### src/rtl/rv_pipe_pkg.sv
package rv_pipe_pkg;

  // register and pc width
  localparam int xlen = 32;

  // pc advances one word per fetch
  localparam int insn_bytes = 4;

  // funct fields that select the supported ALU ops
  localparam logic [2:0] funct3_add = 3'b000;
  localparam logic [6:0] funct7_base = 7'b0000000;
  localparam logic [6:0] funct7_sub = 7'b0100000;

  typedef logic [xlen-1:0] word_t;
  typedef logic [4:0] reg_idx_t;

  // major opcodes, rv32 encoding
  typedef enum logic [6:0] {
    op_lui     = 7'b0110111,
    op_reg_imm = 7'b0010011,
    op_reg_reg = 7'b0110011
  } opcode_e;

  // operation class chosen in decode
  typedef enum logic [2:0] {
    alu_none = 3'd0,
    alu_lui  = 3'd1,
    alu_addi = 3'd2,
    alu_add  = 3'd3,
    alu_sub  = 3'd4
  } alu_op_e;

  // what occupies writeback in a given cycle
  typedef enum logic [3:0] {
    cycle_invalid  = 4'd0,
    cycle_reset    = 4'd1,
    cycle_no_stall = 4'd2
  } cycle_status_e;

  // state entering decode
  typedef struct packed {
    word_t         pc;
    word_t         insn;
    cycle_status_e status;
  } fetch_t;

  // state entering execute
  typedef struct packed {
    word_t         pc;
    word_t         insn;
    cycle_status_e status;
    alu_op_e       alu_op;
    reg_idx_t      rd;
    reg_idx_t      rs1;
    reg_idx_t      rs2;
    logic          writes_rd;
    word_t         rs1_data;
    word_t         rs2_data;
    word_t         imm_i;
  } exec_t;

  // state entering memory, and again entering writeback
  typedef struct packed {
    word_t         pc;
    word_t         insn;
    cycle_status_e status;
    logic          writes_rd;
    reg_idx_t      rd;
    word_t         result;
  } mem_t;

  // register file write, also the writeback forwarding source
  typedef struct packed {
    logic     we;
    reg_idx_t rd;
    word_t    data;
  } rf_write_t;

  // writeback trace seen at the top level
  typedef struct packed {
    word_t         pc;
    word_t         insn;
    cycle_status_e status;
    logic          we;
    reg_idx_t      rd;
    word_t         data;
  } retire_t;

  // bubble contents held by every stage register while in reset
  localparam fetch_t fetch_reset = '{pc: '0, insn: '0, status: cycle_reset};

  localparam exec_t exec_reset = '{
    pc: '0,
    insn: '0,
    status: cycle_reset,
    alu_op: alu_none,
    rd: '0,
    rs1: '0,
    rs2: '0,
    writes_rd: 1'b0,
    rs1_data: '0,
    rs2_data: '0,
    imm_i: '0
  };

  localparam mem_t mem_reset = '{
    pc: '0,
    insn: '0,
    status: cycle_reset,
    writes_rd: 1'b0,
    rd: '0,
    result: '0
  };

endpackage

### src/rtl/rv_fetch.sv
`timescale 1ns/1ns

module rv_fetch import rv_pipe_pkg::*; (
  input  logic   clk,
  input  logic   rst,
  input  word_t  insn_i,
  output word_t  pc_o,
  output fetch_t fetch_o
);

  word_t  pc_q;
  fetch_t fetch_q;

  // pc moves on every cycle, there are no stalls or redirects
  always_ff @(posedge clk) begin
    if (rst) begin
      pc_q <= '0;
    end else begin
      pc_q <= pc_q + word_t'(insn_bytes);
    end
  end

  // insn_i is the word at pc_q, presented by the memory before this edge
  always_ff @(posedge clk) begin
    if (rst) begin
      fetch_q <= fetch_reset;
    end else begin
      fetch_q <= '{pc: pc_q, insn: insn_i, status: cycle_no_stall};
    end
  end

  assign pc_o    = pc_q;
  assign fetch_o = fetch_q;

endmodule

### src/rtl/rv_reg_file.sv
`timescale 1ns/1ns

module rv_reg_file import rv_pipe_pkg::*; (
  input  logic      clk,
  input  logic      rst,
  input  reg_idx_t  rs1_i,
  input  reg_idx_t  rs2_i,
  input  rf_write_t wr_i,
  output word_t     rs1_data_o,
  output word_t     rs2_data_o
);

  // x0 has no storage, it is hardwired to zero on the read side
  word_t regs [1:31];

  always_ff @(posedge clk) begin
    if (rst) begin
      for (int i = 1; i < 32; i++) begin
        regs[i] <= '0;
      end
    end else if (wr_i.we && wr_i.rd != '0) begin
      regs[wr_i.rd] <= wr_i.data;
    end
  end

  // write-through so a reader three behind its producer sees the new value
  function automatic word_t read_port(reg_idx_t idx);
    word_t val;
    if (idx == '0) begin
      val = '0;
    end else if (wr_i.we && wr_i.rd == idx) begin
      val = wr_i.data;
    end else begin
      val = regs[idx];
    end
    return val;
  endfunction

  assign rs1_data_o = read_port(rs1_i);
  assign rs2_data_o = read_port(rs2_i);

endmodule

### src/rtl/rv_decode.sv
`timescale 1ns/1ns

module rv_decode import rv_pipe_pkg::*; (
  input  logic      clk,
  input  logic      rst,
  input  fetch_t    fetch_i,
  input  rf_write_t wr_i,
  output exec_t     exec_o
);

  // instruction fields, R-type split
  logic [6:0] funct7;
  reg_idx_t   rs2;
  reg_idx_t   rs1;
  logic [2:0] funct3;
  reg_idx_t   rd;
  opcode_e    opcode;
  word_t      imm_i;

  alu_op_e alu_op;
  logic    writes_rd;
  word_t   rs1_data;
  word_t   rs2_data;
  exec_t   exec_q;

  assign funct7 = fetch_i.insn[31:25];
  assign rs2    = fetch_i.insn[24:20];
  assign rs1    = fetch_i.insn[19:15];
  assign funct3 = fetch_i.insn[14:12];
  assign rd     = fetch_i.insn[11:7];
  assign opcode = opcode_e'(fetch_i.insn[6:0]);

  // I immediate, sign bit is insn[31]
  assign imm_i = {{(xlen-12){fetch_i.insn[31]}}, fetch_i.insn[31:20]};

  // anything not matched below falls through as a no-op
  always_comb begin
    alu_op = alu_none;
    case (opcode)
      op_lui: begin
        alu_op = alu_lui;
      end
      op_reg_imm: begin
        if (funct3 == funct3_add) begin
          alu_op = alu_addi;
        end
      end
      op_reg_reg: begin
        if (funct3 == funct3_add && funct7 == funct7_base) begin
          alu_op = alu_add;
        end else if (funct3 == funct3_add && funct7 == funct7_sub) begin
          alu_op = alu_sub;
        end
      end
      default: begin
        alu_op = alu_none;
      end
    endcase
  end

  // every supported op writes rd
  assign writes_rd = (alu_op != alu_none);

  rv_reg_file i_rv_reg_file (
    .clk        (clk),
    .rst        (rst),
    .rs1_i      (rs1),
    .rs2_i      (rs2),
    .wr_i       (wr_i),
    .rs1_data_o (rs1_data),
    .rs2_data_o (rs2_data)
  );

  always_ff @(posedge clk) begin
    if (rst) begin
      exec_q <= exec_reset;
    end else begin
      exec_q <= '{
        pc: fetch_i.pc,
        insn: fetch_i.insn,
        status: fetch_i.status,
        alu_op: alu_op,
        rd: rd,
        rs1: rs1,
        rs2: rs2,
        writes_rd: writes_rd,
        rs1_data: rs1_data,
        rs2_data: rs2_data,
        imm_i: imm_i
      };
    end
  end

  assign exec_o = exec_q;

endmodule

### src/rtl/rv_execute.sv
`timescale 1ns/1ns

module rv_execute import rv_pipe_pkg::*; (
  input  logic      clk,
  input  logic      rst,
  input  exec_t     exec_i,
  input  rf_write_t wb_i,
  output mem_t      mem_o
);

  mem_t  mem_q;
  word_t op_a;
  word_t op_b;
  word_t result;

  // operand select, memory stage wins over writeback
  // the register value is already write-through for distance three
  function automatic word_t fwd_sel(reg_idx_t idx, word_t reg_val);
    word_t val;
    if (mem_q.writes_rd && mem_q.rd != '0 && mem_q.rd == idx) begin
      // distance one, producer is one stage ahead
      val = mem_q.result;
    end else if (wb_i.we && wb_i.rd != '0 && wb_i.rd == idx) begin
      // distance two, producer sits in writeback
      val = wb_i.data;
    end else begin
      val = reg_val;
    end
    return val;
  endfunction

  assign op_a = fwd_sel(exec_i.rs1, exec_i.rs1_data);
  assign op_b = fwd_sel(exec_i.rs2, exec_i.rs2_data);

  // ALU
  always_comb begin
    case (exec_i.alu_op)
      alu_lui: begin
        // upper immediate, low 12 bits zero
        result = {exec_i.insn[31:12], 12'b0};
      end
      alu_addi: begin
        result = op_a + exec_i.imm_i;
      end
      alu_add: begin
        result = op_a + op_b;
      end
      alu_sub: begin
        result = op_a - op_b;
      end
      default: begin
        // no-op, result is never written
        result = '0;
      end
    endcase
  end

  // memory stage register, nothing happens in memory besides the hop
  always_ff @(posedge clk) begin
    if (rst) begin
      mem_q <= mem_reset;
    end else begin
      mem_q <= '{
        pc: exec_i.pc,
        insn: exec_i.insn,
        status: exec_i.status,
        writes_rd: exec_i.writes_rd,
        rd: exec_i.rd,
        result: result
      };
    end
  end

  assign mem_o = mem_q;

endmodule

### src/rtl/rv_writeback.sv
`timescale 1ns/1ns

module rv_writeback import rv_pipe_pkg::*; (
  input  logic      clk,
  input  logic      rst,
  input  mem_t      mem_i,
  output rf_write_t wr_o,
  output retire_t   retire_o
);

  mem_t wb_q;
  logic we;

  // writeback stage register
  always_ff @(posedge clk) begin
    if (rst) begin
      wb_q <= mem_reset;
    end else begin
      wb_q <= mem_i;
    end
  end

  // x0 writes are dropped here, so downstream never sees rd 0 with we set
  assign we = wb_q.writes_rd && (wb_q.rd != '0);

  // register file write, also feeds execute forwarding
  assign wr_o = '{we: we, rd: wb_q.rd, data: wb_q.result};

  // trace of whatever sits in writeback this cycle
  assign retire_o = '{
    pc: wb_q.pc,
    insn: wb_q.insn,
    status: wb_q.status,
    we: we,
    rd: wb_q.rd,
    data: wb_q.result
  };

endmodule

### src/rtl/rv_core.sv
`timescale 1ns/1ns

module rv_core import rv_pipe_pkg::*; (
  input  logic    clk,
  input  logic    rst,
  input  word_t   insn_i,
  output word_t   pc_o,
  output retire_t retire_o
);

  // stage to stage state
  fetch_t    fetch_w;
  exec_t     exec_w;
  mem_t      mem_w;
  // writeback result, into the register file and execute forwarding
  rf_write_t wr_w;

  rv_fetch i_rv_fetch (
    .clk     (clk),
    .rst     (rst),
    .insn_i  (insn_i),
    .pc_o    (pc_o),
    .fetch_o (fetch_w)
  );

  rv_decode i_rv_decode (
    .clk     (clk),
    .rst     (rst),
    .fetch_i (fetch_w),
    .wr_i    (wr_w),
    .exec_o  (exec_w)
  );

  rv_execute i_rv_execute (
    .clk    (clk),
    .rst    (rst),
    .exec_i (exec_w),
    .wb_i   (wr_w),
    .mem_o  (mem_w)
  );

  rv_writeback i_rv_writeback (
    .clk      (clk),
    .rst      (rst),
    .mem_i    (mem_w),
    .wr_o     (wr_w),
    .retire_o (retire_o)
  );

endmodule

### config.mk
export PLATFORM = sky130hd
export DESIGN_NAME = rv_core
export DESIGN_NICKNAME = d
export VERILOG_FILES = /design/src/rtl/rv_pipe_pkg.sv /design/src/rtl/rv_fetch.sv /design/src/rtl/rv_reg_file.sv /design/src/rtl/rv_decode.sv /design/src/rtl/rv_execute.sv /design/src/rtl/rv_writeback.sv /design/src/rtl/rv_core.sv
export SDC_FILE = /design/constraint.sdc
export NUM_CORES = 2
export LEC_CHECK = 0
export BUFFER_PORTS_ARGS = -buffer_cell sky130_fd_sc_hd__buf_2
export CORE_AREA = 2 2 488 345
export DETAILED_ROUTE_END_ITERATION = 16
export DIE_AREA = 0 0 490 347
export GPL_ROUTABILITY_DRIVEN = 0
export PLACE_DENSITY = 0.59
export SLEW_MARGIN = 5
export SYNTH_ARGS = -nofsm -noshare
export SYNTH_HDL_FRONTEND = slang
export SYNTH_HIERARCHICAL = 1
export SYNTH_SLANG_ARGS = --single-unit
### constraint.sdc
create_clock -name clk -period 6.11 [get_ports clk]
set_input_delay 0.9165 -clock clk [delete_from_list [all_inputs] [get_ports clk]]
set_output_delay 0.9165 -clock clk [all_outputs]
set_load 0.03 [all_outputs]
# --- Yosys cells after proc, flatten, opt, wreduce, memory -nomap -nowiden ---
# Memories as Yosys holds them, arrays and structs flattened. A register that Yosys moved wholly into a read port is not among the register bits.
# Index checks and enable logic that the tools add are counted.
totals:
  register_bits: 403
  in_bits: 34
  word_cells: 79
  out_inout_bits: 138
  ram_bits: 992
  mem_count: 1
classes:
  n_eq_ne: 12
  n_reduce_logical: 19
  add_sub_neg: 4
  mux: 18
memory_table:
  columns: ["name", "depth", "word_bits", "read_ports", "rd_clocked_by_memory_dff", "wr", "line", "source"]
  rows:
  - ["i_rv_decode.i_rv_reg_file.regs", 31, 32, 2, 2, 31, "rv_reg_file.sv:14", "word_t regs [1:31];"]
op_table:
  columns: ["op", "n"]
  rows:
  - ["$mux 32", 5]
  - ["$pmux 32 s4", 1]
  - ["$add 32x32->32", 2]
  - ["$add 32x3->32 const B", 1]
  - ["$reduce_or 32->1", 1]
  - ["$sub 32x32->32", 1]
  - ["$eq 7x6->1 const B", 3]
  - ["$eq 5x5->1", 4]
  - ["$logic_not 5->1", 2]
  - ["$reduce_bool 5->1", 2]
  - ["$logic_and 1x1->1", 9]
  - ["$pmux 3 s3", 1]
  - ["$eq 7x5->1 const B", 1]
  - ["$logic_not 7->1", 1]
  - ["$eq 3x2->1 const B", 2]
  - ["$mux 1", 6]
  - ["$mux 3", 2]
  - ["$mux 5", 1]
  - ["$mux 2", 2]
  - ["$reduce_or 2->1", 2]
  - ["$eq 3x1->1 const B", 1]
  - ["$eq 3x3->1 const B", 1]
  - ["$logic_not 3->1", 1]
  - ["$reduce_bool 3->1", 1]

# --- Logic depth before layout (Yosys ltp) ---
depth:
  depth_word: 8
  ltp_mapped: 30
  ltp_nobuf: 25

# --- Modules after synthesis ---
# Netlist, hierarchy kept.
by_module_without_submodules:
  columns: ["module", "area_per_inst_um2", "seq_area_each_um2", "instances", "cells_each"]
  rows:
  - ["rv_reg_file", 55055.3, 30749.5, 1, 3801]
  - ["rv_execute", 7770.0, 2122.0, 1, 988]
  - ["rv_decode", 4116.4, 2722.6, 1, 347]
  - ["rv_writeback", 3935.0, 2122.0, 1, 369]
  - ["rv_fetch", 3109.2, 1881.8, 1, 299]

# --- Least setup slack after synthesis ---
# No wires, ideal clock.
synth_path:
  path_type: "reg-to-reg"
  startpoint: "reg i_rv_execute.mem_q, in the netlist i_rv_execute/mem_o[33]"
  endpoint: "reg i_rv_execute.mem_q, in the netlist i_rv_execute/mem_o[31]"
  path_slack_ns: 0.583
  required_time_ns: 5.986
  synth_period_minus_slack_ns: 5.527
  setup_ns: 0.124
  n_path_buf: 6
  path_stages_with_launch: 28
  arrival_ns: 5.403
  path_cell_list: "dfxtp_1 or4_1 o2111ai_2 or2_1 buf_6 buf_8 buf_2 buf_1 buf_1 a31oi_1 inv_1 ha_1 nand4b_2 or3_1 buf_4 nor2_1 xnor2_1 a222oi_1 ha_1 and3_1 nor2b_1 a31oi_1 o31ai_1 inv_1 o21ai_0 a31oi_1 xnor2_1 o21ai_1"
synth_between:
  elab_chain_len: 6
  word_cells_on_any_way: 12
  cone_classes: "3 x add/sub; 2 x eq/ne; 3 x mux; 4 x reduce/logical"
synth_rtl:
  columns: ["element", "line", "source"]
  rows:
  - ["start: declaration", "rv_execute.sv:11", "mem_t mem_q;"]
  - ["start signal: assignment", "rv_execute.sv:61", "mem_q <= mem_reset;"]
  - ["start signal: assignment", "rv_execute.sv:63", "mem_q <= '{"]
  - ["$reduce_bool 5->1", "rv_execute.sv:20", "if (mem_q.writes_rd && mem_q.rd != '0 && mem_q.rd == idx) begin"]
  - ["$logic_and 1x1->1 (2 in series)", "rv_execute.sv:20", null]
  - ["$mux 32", "rv_execute.sv:20", null]
  - ["$sub 32x32->32, or another cell as far along", "rv_execute.sv:49", "result = op_a - op_b;"]
  - ["$pmux 32 s4 *", "rv_execute.sv:37", "case (exec_i.alu_op)"]
# Mark *: on every way between the ends. The rest lies on a longest branch, timed or not.
# A chain may end at the register's enable or synchronous reset.

# --- Worst setup path in the final report ---
layout_path:
  startpoint: "reg i_rv_writeback.wb_q, in the netlist i_rv_writeback/retire_o[36]"
  endpoint: "reg i_rv_execute.mem_q, in the netlist i_rv_execute/mem_o[26]"
layout_between:
  elab_chain_len: 8
  word_cells_on_any_way: 15
  cone_classes: "3 x add/sub; 2 x eq/ne; 5 x mux; 5 x reduce/logical"
layout_rtl:
  columns: ["element", "line", "source"]
  rows:
  - ["start: declaration", "rv_writeback.sv:11", "mem_t wb_q;"]
  - ["start signal: assignment", "rv_writeback.sv:17", "wb_q <= mem_reset;"]
  - ["start signal: assignment", "rv_writeback.sv:19", "wb_q <= mem_i;"]
  - ["$reduce_bool 5->1", "rv_execute.sv:23, rv_writeback.sv:24", null]
  - ["$logic_and 1x1->1", "rv_writeback.sv:24", "assign we = wb_q.writes_rd && (wb_q.rd != '0);"]
  - ["$logic_and 1x1->1 (2 in series)", "rv_execute.sv:23", "end else if (wb_i.we && wb_i.rd != '0 && wb_i.rd == idx) begin"]
  - ["$mux 32", "rv_execute.sv:23", null]
  - ["$mux 32", "rv_execute.sv:20", null]
  - ["$sub 32x32->32, or another cell as far along", "rv_execute.sv:49", null]
  - ["$pmux 32 s4 *", "rv_execute.sv:37", null]
# Marks and branches as above.

==> results.py <==
metrics = {
    "run_status": {
        "status": "finished clean",
    },
    "routing": {
        "wl_met1_um": 106000,
        "wl_um": 256000,
        "firstDrtPassIters": 8,
        "avgRoutedWirePerCell_um": 32.0,
        "dr_wl_met3_um": 31000,
        "drcViolationCount": 0,
        "met2WireLength_um": 109000,
        "vias": 50000,
        "ant_nets": 0,
        "vias_per_cell": 6.26,
        "drt_iter0_drc": 8359,
        "dr.max_layer_used": "met5",
    },
    "power_and_ir_drop": {
        "swShare_pct": 25.3,
        "ir_worst_vdd_mv": 0.215,
        "clock_power_share_pct": 40.2,
        "comb_power_share_pct": 10.0,
        "intPower_uw": 16700,
        "power.leakage_uw": 0.0292,
        "p_sw_uw": 5660,
        "finalPower_uw": 22400,
        "seqPwrFrac_pct": 49.7,
        "p_per_area_nw_per_um2": 278,
    },
    "logic_synthesis": {
        "synthCells": 5804,
        "syn_area_um2": 74000,
        "yosys.cell_types.count": 95,
        "seq_area_frac_synth_pct": 53.5,
        "avgSynthCellArea_um2": 12.7,
        "synth_seq_cells": 1466,
        "ys.flop_type": "edfxtp_1",
        "synth.largest_area_cell": "edfxtp_1",
        "netlist_top_cells_area": "edfxtp_1 42%, dfxtp_1 12%, mux4_2 11%",
        "synth_edf_count": 1024,
        "yosys_warnings": 6,
        "synthArstFlopShare_pct": 0,
        "synth_top_area_share_pct": 41.6,
    },
    "layout": {
        "layout_commonest_cell": "edfxtp_1",
        "drive_gt1_share_pct": 18.8,
        "final_cell_mix": "1024 x edfxtp_1, 997 x and2_1, 431 x dfxtp_1",
        "nets": 5711,
        "final_util_pct": 48.8,
        "num-fill-cells": 14300,
        "synthToLayoutAreaGrowth_pct": 8.91,
    },
    "setup_path": {
        "end_kind": "register",
        "critPathLaunchType": "register",
        "required_ns": 6.78,
        "crit_fanout": 6,
        "cpPeakStageDelay_ns": 0.55,
        "ff2ff_setup_slack_ns": 0.31,
        "crit_type": "reg -> reg",
        "arrival_ns": 6.47,
        "crit_path_cell_trace": "or4_1 > o21a_1 > or4b_4 > nor2_4 > mux2_2 > mux2_2 > nand4b_2 > nor3_1 > xnor2_1 > a222oi_1 > ha_1 > nand2_1 > or4_1 > a21oi_2 > o2111ai_1 > a31oi_1 > a21oi_1 > o21bai_1 > xor2_1 > a22o_1",
        "cp_slowest_cell": "or4_1",
    },
    "timing": {
        "worst_pin_slew_ns": 1.28,
        "drv_slew": 0,
        "hold_viol_final": 0,
        "setup_viol": 0,
        "skew_ns": 0.0280,
        "fmax_mhz": 172,
        "layout_worst_path_cycle_share_pct": 94.9,
        "relSlewSlack_pct": 14.3,
        "fin_crit_ns": 5.80,
        "fin_hold_ws_ns": 0.342,
        "rsz0062_at_grt": "no",
        "tns_ns": 0,
    },
    "floorplan": {
        "initial_core_util_pct": 44.8,
        "die_h_um": 347,
        "rows": 125,
        "die_x_um": 490,
        "dieArea_um2": 170000,
        "ios": 172,
        "coreArea_um2": 165000,
    },
    "global_route": {
        "grt_pass1_wl_um": 360000,
        "grt_max_degree": 226,
        "overflow": 0,
        "antenna_found_initial": 29,
        "grt_pass1_vias": 47800,
        "grt_usage_pct": 29.5,
    },
    "clock_network": {
        "numCtsBuffers": 141,
        "postCtsHoldBufs": 0,
        "cts_root_buffer": "clkbuf_16",
        "htreeDepth": 4,
        "clkTransAtPathRegs_ns": 0.07,
        "clockBufferDepth": 3,
        "cts_tree": "done",
        "cts.sinks": 1466,
        "clk_latency_ns": 0.79,
    },
    "place": {
        "dp_hpwl_um": 158000,
        "io_buffers": 169,
    },
    "min_path": {
        "hp-class": "in -> reg",
    },
    "job": {
        "drv_cap": 0,
    },
}
==> final timing paths <==
path                                     startpoint                            endpoint  depth (start not counted)
max          i_rv_writeback/retire_o[36]$_SDFF_PP0_   i_rv_execute/mem_o[26]$_SDFF_PP0_                         20
min                                      insn_i[16]   i_rv_fetch/fetch_o[20]$_SDFF_PP0_                          2
max reg2reg  i_rv_writeback/retire_o[36]$_SDFF_PP0_   i_rv_execute/mem_o[26]$_SDFF_PP0_                         20
min reg2reg           i_rv_fetch/fetch_o[0]$_DFF_P_  i_rv_decode/exec_o[115]$_SDFF_PP1_                          1
==> metrics by stage <==
stage / instances / setup WS [ns] / area [um2]
2_1_floorplan: 5840 / 0.583 / 74100
3_5_place_dp: 7718 / 0.156 / 75800
3_3_place_gp: 7718 / 0.135 / 75800
5_1_grt: 7980 / 0.00230 / 80600
4_1_cts: 7975 / 0.129 / 80500
6_report: 7984 / 0.310 / 80600
==> state kept, by name, summed over array words and instances, names as in the netlist <==
signal	count
i_rv_decode/i_rv_reg_file/regs	1024
i_rv_decode/exec_o	136
i_rv_execute/mem_o	106
i_rv_writeback/retire_o	105
i_rv_fetch/fetch_o	64
i_rv_fetch/pc_o	30
i_rv_writeback/wb_q	1
==> cells by family (layout without fill, tap and decap cells) <==
| kind of cell | count (synthesis) | in the layout | synth area share, % |
|---|---|---|---|
| other | 2 | 44 | 0.0102 |
| adder cells (fa/ha/maj) | 35 | 35 | 0.602 |
| buffers and inverters | 725 | 640 | 5.32 |
| AND/OR/NAND/NOR | 1974 | 1975 | 15.7 |
| multiplexers | 753 | 753 | 16.5 |
| AO/OA/AOI/OAI | 734 | 734 | 6.94 |
| XOR/XNOR | 115 | 115 | 1.36 |
| flip-flops | 1466 | 1466 | 53.5 |
==> critical path: cells and delay by family (launching register included) <==
family	cells	cell delay, ns
AND/OR/NAND/NOR	7	2.19
AO/OA/AOI/OAI	8	1.82
multiplexers	2	0.70
flip-flops	1	0.49
adder cells (fa/ha/maj)	1	0.27
XOR/XNOR	2	0.20
==> what timing repair did <==
item	in CTS	in global routing
buffers inserted	0	2
gates resized for setup	0	8
endpoints found under the setup margin	0	7
==> layer usage <==
| metal | vias up | GRT usage [%] |
|---|---|---|
| li1 | 20800 | - |
| met4 | 4 | 10.7 |
| met5 | - | 0 |
| met1 | 25400 | 43.3 |
| met3 | 480 | 6.96 |
| met2 | 3305 | 42.4 |
==> power by group through the flow <==
| stage | Sequential, uW | Clock [uW] | Combinational [uW] |
|---|---|---|---|
| after floorplan | 11200 | 0 | 1490 |
| after global placement | 11300 | 0 | 2170 |
| after detailed placement | 11300 | 0 | 2180 |
| after CTS | 11100 | 9110 | 2190 |
| after global routing | 11100 | 9520 | 2330 |
| final | 11100 | 9010 | 2250 |
==> layout make-up <==
type | count | area (um2) | share of cell area, %
multi-input cells | 3650 | 30900 | 38.4
repair buffers | 360 | 2450 | 3.04
clock buffers | 206 | 4090 | 5.08
well taps | 2222 | 2780 | 3.45
flip-flops and latches | 1466 | 39600 | 49.2
clock inverters | 51 | 593 | 0.736
diodes | 6 | 15.0 | 0.0186
inverters | 23 | 86.3 | 0.107
==> Yosys cell counts (11+ instances only) <==
library cell / number
nand2b_1: 15
mux2_2: 11
inv_1: 21
nor4_1: 13
and2_1: 998
a211oi_1: 38
clkbuf_1: 339
a22oi_1: 109
buf_1: 29
nand2_1: 191
or3_1: 20
a31oi_1: 40
mux2i_1: 367
mux4_2: 375
ha_1: 34
or2_2: 36
edfxtp_1: 1024
nand3_1: 45
o21a_1: 11
nor2_1: 132
a222oi_1: 21
buf_4: 230
buf_6: 31
a221o_1: 11
o221a_1: 15
o21ai_0: 101
xor2_1: 46
xnor2_1: 69
o21ai_1: 52
nor3_1: 54
o31ai_1: 15
a32o_1: 32
nor2b_1: 381
a21oi_1: 118
buf_2: 71
nand4_1: 15
dfxtp_1: 442
or4_1: 18
a221oi_1: 33
o221ai_1: 38
o22ai_1: 38
(Power assumes the default switching activity.)
